`config.mk`:
```
export PLATFORM = sky130hd
export DESIGN_NAME = pulse_counter_top
export DESIGN_NICKNAME = d
export VERILOG_FILES = /design/src/pulse_pkg.sv /design/src/buffer_pkg.sv /design/src/pulse_sync_bank.sv /design/src/pulse_channel.sv /design/src/count_readout.sv /design/src/pulse_counter_top.sv
export SDC_FILE = /design/constraint.sdc
export NUM_CORES = 1
export LEC_CHECK = 0
export BUFFER_PORTS_ARGS = -buffer_cell sky130_fd_sc_hd__buf_2
export CAP_MARGIN = 20
export CORE_MARGIN = 2
export CORE_UTILIZATION = 40
export CTS_BUF_LIST = sky130_fd_sc_hd__clkbuf_4
export CTS_CLUSTER_DIAMETER = 100
export DETAILED_ROUTE_END_ITERATION = 6
export HOLD_SLACK_MARGIN = 0.1
export PLACE_DENSITY = 0.66
export SYNTH_ARGS = -nofsm -noshare
export SYNTH_HDL_FRONTEND = slang
export SYNTH_HIERARCHICAL = 1
export SYNTH_SLANG_ARGS = --single-unit
```
`constraint.sdc`:
```
create_clock -name GPIO -period 2.49 [get_ports GPIO]
set_input_delay 0.498 -clock GPIO [delete_from_list [all_inputs] [get_ports GPIO]]
set_output_delay 0.498 -clock GPIO [all_outputs]
set_load 0.01 [all_outputs]
```
`src/pulse_pkg.sv`:
```
`default_nettype none

package pulse_pkg;

  // ====================
  // pulse input side
  // ====================

  // one pin per channel
  localparam int NUM_CHANNELS = 4;

  // metastability flops ahead of the edge detect
  localparam int SYNC_STAGES = 2;

  // per-channel bit vector: pins, strobes, levels, flags
  typedef logic [NUM_CHANNELS-1:0] pulse_vec_t;

  // host channel select
  typedef logic [$clog2(NUM_CHANNELS)-1:0] chan_sel_t;

endpackage

`default_nettype wire

```
`src/buffer_pkg.sv`:
```
`default_nettype none

package buffer_pkg;

  // ====================
  // field widths
  // ====================

  localparam int COUNT_W = 32;
  localparam int ADDR_W  = 15;
  localparam int BANK_W  = 16;

  typedef logic [COUNT_W-1:0] count_t;
  typedef logic [ADDR_W-1:0]  addr_t;
  typedef logic [BANK_W-1:0]  bank_t;

  // ====================
  // buffer marks
  // ====================

  // last address of the lower half
  localparam addr_t HALF_MARK = addr_t'(16383);
  // last address of the upper half, wraps to zero after this
  localparam addr_t FULL_MARK = addr_t'(32767);

  // per-channel status word, 64 bits, count in the top bits
  typedef struct packed {
    count_t count;
    addr_t  addr;
    bank_t  bank;
    logic   half_flag;
  } chan_status_t;

endpackage

`default_nettype wire

```
`src/pulse_sync_bank.sv`:
```
`default_nettype none
`timescale 1ns/1ps

module pulse_sync_bank (
  input  wire                  GPIO,
  input  wire                  hps_fpga_reset_n,
  input  wire pulse_pkg::pulse_vec_t pulse_in,
  output pulse_pkg::pulse_vec_t      rise,
  output pulse_pkg::pulse_vec_t      pin_level
);

  // sync chain, stage 0 takes the raw pins
  pulse_pkg::pulse_vec_t sync_q [pulse_pkg::SYNC_STAGES];
  // previous synchronized level
  pulse_pkg::pulse_vec_t hist_q;
  // registered one-cycle edge strobes
  pulse_pkg::pulse_vec_t rise_q;

  // ====================
  // synchronizer
  // ====================

  always_ff @(posedge GPIO or negedge hps_fpga_reset_n)
  begin
    if (!hps_fpga_reset_n)
    begin
      for (int s = 0; s < pulse_pkg::SYNC_STAGES; s++)
      begin
        sync_q[s] <= '0;
      end
    end
    else
    begin
      sync_q[0] <= pulse_in;
      for (int s = 1; s < pulse_pkg::SYNC_STAGES; s++)
      begin
        sync_q[s] <= sync_q[s-1];
      end
    end
  end

  // ====================
  // edge detect
  // ====================

  always_ff @(posedge GPIO or negedge hps_fpga_reset_n)
  begin
    if (!hps_fpga_reset_n)
    begin
      hist_q <= '0;
      rise_q <= '0;
    end
    else
    begin
      hist_q <= sync_q[pulse_pkg::SYNC_STAGES-1];
      // high now, low last cycle
      rise_q <= sync_q[pulse_pkg::SYNC_STAGES-1] & ~hist_q;
    end
  end

  assign pin_level = sync_q[pulse_pkg::SYNC_STAGES-1];
  assign rise      = rise_q;

  // a strobe never lasts two cycles, so one edge counts once downstream
  a_rise_single: assert property (@(posedge GPIO) disable iff (!hps_fpga_reset_n)
    (rise_q & $past(rise_q)) == '0);

endmodule

`default_nettype wire

```
`src/pulse_channel.sv`:
```
`default_nettype none
`timescale 1ns/1ps

module pulse_channel (
  input  wire                       GPIO,
  input  wire                       hps_fpga_reset_n,
  input  wire                       rise,
  input  wire                       run,
  output buffer_pkg::chan_status_t  status
);

  buffer_pkg::chan_status_t status_q;
  buffer_pkg::addr_t        addr_next;
  logic                     hit_mark;
  logic                     take;

  // ====================
  // next-state helpers
  // ====================

  // edges only count while the run level is up
  assign take = rise & run;

  always_comb
  begin
    // explicit wrap after the upper half
    if (status_q.addr == buffer_pkg::FULL_MARK)
    begin
      addr_next = '0;
    end
    else
    begin
      addr_next = status_q.addr + 1'b1;
    end
  end

  // new address closes a half
  assign hit_mark = (addr_next == buffer_pkg::HALF_MARK) ||
                    (addr_next == buffer_pkg::FULL_MARK);

  // ====================
  // state register
  // ====================

  always_ff @(posedge GPIO or negedge hps_fpga_reset_n)
  begin
    if (!hps_fpga_reset_n)
    begin
      status_q <= '0;
    end
    else if (take)
    begin
      status_q.count <= status_q.count + 1'b1;
      status_q.addr  <= addr_next;
      if (hit_mark)
      begin
        // one more half filled, host reads the other one
        status_q.bank      <= status_q.bank + 1'b1;
        status_q.half_flag <= ~status_q.half_flag;
      end
    end
  end

  assign status = status_q;

  // count moves only one cycle after a gated edge
  a_count_gated: assert property (@(posedge GPIO) disable iff (!hps_fpga_reset_n)
    $changed(status_q.count) |-> $past(rise && run));

  // flag toggles only on landing at a mark
  a_flag_at_mark: assert property (@(posedge GPIO) disable iff (!hps_fpga_reset_n)
    $changed(status_q.half_flag) |->
      $changed(status_q.addr) &&
      ((status_q.addr == buffer_pkg::HALF_MARK) ||
       (status_q.addr == buffer_pkg::FULL_MARK)));

endmodule

`default_nettype wire

```
`src/count_readout.sv`:
```
`default_nettype none
`timescale 1ns/1ps

module count_readout (
  input  wire                            GPIO,
  input  wire                            hps_fpga_reset_n,
  input  wire pulse_pkg::chan_sel_t      sel,
  input  wire buffer_pkg::chan_status_t  chan_status [pulse_pkg::NUM_CHANNELS],
  output buffer_pkg::chan_status_t       status,
  output pulse_pkg::pulse_vec_t          half_flags
);

  buffer_pkg::chan_status_t status_q;
  pulse_pkg::pulse_vec_t    flags_d;
  pulse_pkg::pulse_vec_t    flags_q;

  // ====================
  // flag gather
  // ====================

  always_comb
  begin
    for (int i = 0; i < pulse_pkg::NUM_CHANNELS; i++)
    begin
      flags_d[i] = chan_status[i].half_flag;
    end
  end

  // ====================
  // output registers
  // ====================

  always_ff @(posedge GPIO or negedge hps_fpga_reset_n)
  begin
    if (!hps_fpga_reset_n)
    begin
      status_q <= '0;
      flags_q  <= '0;
    end
    else
    begin
      // selected word, one cycle behind sel
      status_q <= chan_status[sel];
      flags_q  <= flags_d;
    end
  end

  assign status     = status_q;
  assign half_flags = flags_q;

  // host must hold a defined select
  a_sel_known: assert property (@(posedge GPIO) disable iff (!hps_fpga_reset_n)
    !$isunknown(sel));

endmodule

`default_nettype wire

```
`src/pulse_counter_top.sv`:
```
`default_nettype none
`timescale 1ns/1ps

module pulse_counter_top (
  input  wire                        GPIO,
  input  wire                        hps_fpga_reset_n,
  input  wire pulse_pkg::pulse_vec_t pulse_in,
  input  wire                        run,
  input  wire pulse_pkg::chan_sel_t  sel,
  output pulse_pkg::pulse_vec_t      pin_level,
  output buffer_pkg::chan_status_t   status,
  output pulse_pkg::pulse_vec_t      half_flags
);

  // per-channel edge strobes
  wire pulse_pkg::pulse_vec_t    rise;
  // one status word per channel
  wire buffer_pkg::chan_status_t chan_status [pulse_pkg::NUM_CHANNELS];

  // ====================
  // input sync
  // ====================

  pulse_sync_bank u_sync (
    .GPIO             (GPIO),
    .hps_fpga_reset_n (hps_fpga_reset_n),
    .pulse_in         (pulse_in),
    .rise             (rise),
    .pin_level        (pin_level)
  );

  // ====================
  // channels
  // ====================

  for (genvar i = 0; i < pulse_pkg::NUM_CHANNELS; i++)
  begin : g_chan
    pulse_channel u_chan (
      .GPIO             (GPIO),
      .hps_fpga_reset_n (hps_fpga_reset_n),
      .rise             (rise[i]),
      .run              (run),
      .status           (chan_status[i])
    );
  end

  // ====================
  // host readout
  // ====================

  count_readout u_readout (
    .GPIO             (GPIO),
    .hps_fpga_reset_n (hps_fpga_reset_n),
    .sel              (sel),
    .chan_status      (chan_status),
    .status           (status),
    .half_flags       (half_flags)
  );

endmodule

`default_nettype wire

```
Word-level counts from Yosys, hierarchy flattened:

Index checks and enable logic that the tools add are counted.

* flip-flop bits (word level): 340
* output and inout port bits: 72
* word-level logic and storage cells: 76

* add/subtract/negate cells: 12
* magnitude comparators: 1
* equality and inequality tests: 12
* muxes and demuxes: 7
* bitwise gates (word level): 11
* reductions and logical operators: 8

Operator list (number)
* adder 32 x 1 -> 32 bit, second input constant: 4
* binary-select mux 64 bit (select 2 bit): 1
* 2-to-1 mux 64 bit: 2
* == test 15 bit, second input constant: 8
* adder 16 x 1 -> 16 bit, second input constant: 4
* adder 15 x 1 -> 15 bit, second input constant: 4
* == test 15 x 14 -> 1 bit, second input constant: 4
* 2-to-1 mux 15 bit: 4
* AND reduction 2 bit: 4
* bitwise AND 1 bit: 4
* bitwise AND 4 bit: 1
* logical OR 1 bit: 4
* NOT 1 bit: 4
* NOT 4 bit: 1
* greater-or-equal comparator 3 bit, second input constant: 1
* NOT 2 -> 3 bit: 1

Depth between registers and ports, before layout:

* word-level depth: 5
* gate-level depth with buffers: 9
* depth with buffers taken out: 7

By module:

Netlist, hierarchy kept.

By module, submodules not included
* pulse_channel: instances 4, cells an instance 295, area an instance 3141.8 µm², sequential area each 1601.5 µm²
* count_readout: instances 1, cells an instance 146, area an instance 3324.4 µm², sequential area each 1701.6 µm²
* pulse_sync_bank: instances 1, cells an instance 24, area an instance 485.5 µm², sequential area each 400.4 µm²

Worst setup path after synthesis:

OpenSTA, ideal clock, no wires.

* path type: register to register
* start: register g_chan[0].u_chan.status_q (netlist bit g_chan[0].u_chan/status[18])
* end: register g_chan[0].u_chan.status_q (netlist bit g_chan[0].u_chan/status[2])
* data arrival time: 1.910 ns
* data required time: 2.365 ns
* setup slack: 0.455 ns
* cell stages (with the launch flop): 9
* path buffers: 1
* period minus slack after synthesis: 2.035 ns
* path through: dfrtp_1 -> ha_1 -> clkbuf_2 -> a21oi_2 -> mux2i_1 -> o22ai_1 -> o2111ai_2 -> nor2_1 -> mux2_2

* word-level cells in the longest chain between the ends: 5
* elaborated cells between the ends (all ways): 7
* those cells by class: 1 x add/sub; 3 x eq/ne; 1 x mux; 2 x reduce/logical

Ends and longest elaborated chain
* from (decl): RTL line pulse_channel.sv:12 `buffer_pkg::chan_status_t status_q;`
* adder 15 x 1 -> 15 bit / == test 15 bit (equally long branches): RTL line pulse_channel.sv:33, pulse_channel.sv:27
* 2-to-1 mux 15 bit (*): RTL line pulse_channel.sv:27 `if (status_q.addr == buffer_pkg::FULL_MARK)`
* == test 15 x 14 -> 1 bit / == test 15 bit (equally long branches): RTL line pulse_channel.sv:38, pulse_channel.sv:39
* logical OR 1 bit (*): RTL line pulse_channel.sv:38 `assign hit_mark = (addr_next == buffer_pkg::HALF_MARK) ||`
* AND reduction 2 bit (no source line) (*)

Mark *: on every way between the ends. The rest lies on a longest branch, timed or not.
A chain may end at the register's enable or synchronous reset.

Worst setup path in the final report:

* start: register g_chan[1].u_chan.status_q (netlist bit g_chan[1].u_chan/status[19])
* end: register g_chan[1].u_chan.status_q (netlist bit g_chan[1].u_chan/status[10])

* word-level cells in the longest chain between the ends: 5
* elaborated cells between the ends (all ways): 7
* those cells by class: 1 x add/sub; 3 x eq/ne; 1 x mux; 2 x reduce/logical

Ends and longest elaborated chain (RTL line)
* from (decl): pulse_channel.sv:12
* adder 15 x 1 -> 15 bit / == test 15 bit (equally long branches): pulse_channel.sv:33, pulse_channel.sv:27
* 2-to-1 mux 15 bit (*): pulse_channel.sv:27
* == test 15 x 14 -> 1 bit / == test 15 bit (equally long branches): pulse_channel.sv:38, pulse_channel.sv:39
* logical OR 1 bit (*): pulse_channel.sv:38
* AND reduction 2 bit (no source line) (*)

Marks and branches as above.

==> metrics.txt <==
Avg Cell Area, Syn=12.1 um^2; Skew-Pair Late Insertion Delay=about 0.77 ns; register bit total from synthesis=340; Setup CP Type=flip-flop to flip-flop; XOR/XNOR Fraction of Synth Area=0.116; Cell Pwr Density=~660 nW/um^2; routability cong.=0.899; fraction of the mapped netlist area in simple logic gates=0.181; asr flop ratio synth=1.00; Compound-Gate Fraction of Synth Area=0.0474; root buf cell=clkbuf_4; DR pass1 iterations=6; DR iter-0 viols=just over 800; CTS clock-pin slew for the worst setup and hold paths=0.08 ns; htree depth=3; status=finished clean; first-pass GRT wire length=between 60000 and 70000 um; commonest non-fill, non-tap cell in the layout=dfrtp_1; IO Port Bufs=80; mux cell area share after synthesis=0.0941; Worst slew margin=0.553; net count after synthesis=around 1400; worst path required time=around 3.1 ns; CTS sink count=340; Distinct cells, synth=48; overall routed net length=around 39000 um; vias per cell=around 5.4; Synth top area share=0.520; final non-filler cell total=2146; largest net degree at the start of global routing=68; main combinational cell family by area after synthesis=simple AND/OR/NAND/NOR gates; Buf+Inv Stages, Crit Path=1; Layout Nets=~1600; DRC Markers=0; Tot GR Track Use=0.189; Pleak=8.87 nW; Post-synth EDFFs=0; Num CTS Buffers=93; Worst R2R Setup Slack=roughly 0.086 ns; Final Setup Violations=0; Slowest Stage Delay on Critical Path=0.54 ns; CP endpoint kind=flip-flop; Slew Viols, Final=0; core area=between 40000 and 50000 um^2; area leader, netlist=dfrtp_1; via count=roughly 12000; Initial Util=0.403; Cells after DPL=1959; chip height=just over 200 um; area of the multi-input gates=between 7000 and 8000 um^2; dominant cells by area after synthesis=dfrtp_1 (52%), mux4_2 (8.3%), xnor2_1 (6.2%); gr ovfl total=0; number of global-route vias before repair=roughly 12000; CP arrival=between 3 and 4 ns; detailed placer's ending HPWL=~27000 um; die width=approximately 210 um; Critical Path Source Type=flip-flop; Clock Skew=roughly 0.048 ns; ys flop type=dfrtp_1; most frequent cells in the layout=dfrtp_1 (338), clkbuf_4 (128), nand2_1 (116), xnor2_1 (116), nand3_1 (106); post-synthesis sequential area ratio=0.520; Worst path slowest cell=dfrtp_1; critical path cell sequence=nand4_1, nor4b_1, o21ai_0, a21o_1, buf_4, nor4_1, xor2_1; adder-cell share of the synthesized area=0.0122; period utilization=0.965; Bufs on Longest Clock Path=3; crit-path leading delay family=simple AND/OR/NAND/NOR gates; DR WL/cell=around 18 um; Max IR drop VDD=roughly 0.35 mV; total power=roughly 0.013 W; CTS tree=built; Die Area=~43000 um^2; Final Util=0.465; Syn. warnings=6; number of max-cap violations=0; register area=~8500 um^2; worst slew pin tran=between 0.6 and 0.7 ns; Final min period=~2.4 ns; cells after synthesis=about 1400; Placement Rows=74; initial antenna violation count=3; synthesized cell area=roughly 16000 um^2; worst-path fanout max=9; io pins=81; Filler Cell Count=roughly 3700; final hold vios=0; Syn-to-layout area delta=15.4%; worst min path class=input pin to asynchronous set/reset pin; FMAX=416 MHz; Antenna Nets Post-Route=0; share of cells above drive strength 1=0.259
## through the flow
| stage | instance area (um^2) | setup slack, ns | TNS (ns) | hold WS (ns) |
|---|---|---|---|---|
| final | 18900 | 0.0862 | 0 | 0.243 |
| after global routing | 18900 | -0.0558 | -0.163 | 0.251 |
| after CTS | 18700 | 0.0415 | 0 | 0.197 |
| after detailed placement | 17500 | 0.0349 | 0 | 0.336 |
| after global placement | 17500 | 0.0255 | 0 | 0.333 |
| after floorplan | 16400 | 0.455 | 0 | 0.202 |
## state kept, by name, summed over array words and instances (netlist names)
register	cells
u_readout/status	64
g_chan.u_chan/status	256
u_readout/half_flags	4
u_sync/hist_q	4
u_sync/pin_level	4
u_sync/sync_q	4
u_sync/rise	4
## worst paths after layout
path	startpoint	end	cells after the start
min in group GPIO	run	g_chan[2].u_chan/status[32]	4
worst min register to register	u_sync/sync_q[6]	u_sync/pin_level[2]	0
max in group asynchronous	hps_fpga_reset_n	g_chan[0].u_chan/status[63]	3
worst min-delay path	hps_fpga_reset_n	g_chan[2].u_chan/status[22]	2
worst max register to register	g_chan[1].u_chan/status[19]	g_chan[1].u_chan/status[10]	7
worst max-delay path	g_chan[1].u_chan/status[19]	g_chan[1].u_chan/status[10]	7
## layout make-up
| cell class | instances | area share |
|---|---|---|
| diodes | 1 | 0.000132 |
| clock buffers | 128 | 0.0508 |
| clock inverters | 40 | 0.00986 |
| inverters | 16 | 0.00318 |
| multi-input cells | 932 | 0.393 |
| flip-flops and latches | 340 | 0.450 |
| well taps | 532 | 0.0352 |
| repair buffers | 157 | 0.0577 |
## kinds of logic after synthesis
| logic type | after synthesis |
|---|---|
| XOR/XNOR | 216 |
| buffers and inverters | 78 |
| multiplexers | 72 |
| AND/OR/NAND/NOR | 516 |
| adder cells (fa/ha/maj) | 16 |
| flip-flops | 340 |
| AO/OA/AOI/OAI | 112 |
## repair_timing
item	4_1_cts	5_1_grt
resized for setup	0	11
hold buffers	5	0
endpoints found under the hold margin	306	0
endpoints found under the setup margin	0	21
buffers inserted	0	13
## layer usage
| metal | GRT usage | wire [um] | vias to the layer above |
|---|---|---|---|
| met5 | 0 | 0 | - |
| met4 | 0.0918 | 1340 | 0 |
| met3 | 0.0372 | 2140 | 91 |
| met2 | 0.293 | 18500 | 367 |
| met1 | 0.254 | 17300 | 5823 |
| li1 | - | - | 5353 |
## report_power, final
group	switching (W)	internal, W	total [W]
combinational	0.000823	0.000613	0.00144
sequential	0.000349	0.00584	0.00619
clock	0.00240	0.00249	0.00488
total	0.00357	0.00894	0.0125
## cells in the mapped netlist (18+ instances only)
cell	n
dfrtp_1	340
nand2_1	116
xnor2_1	116
nand3_1	108
xor2_1	100
mux4_2	60
and3_1	48
nor2_1	40
nor3_1	40
o21ai_0	40
nand4_1	36
and4_1	24
clkbuf_1	20
nor4_1	20
buf_2	18
(Power assumes the default switching activity.)
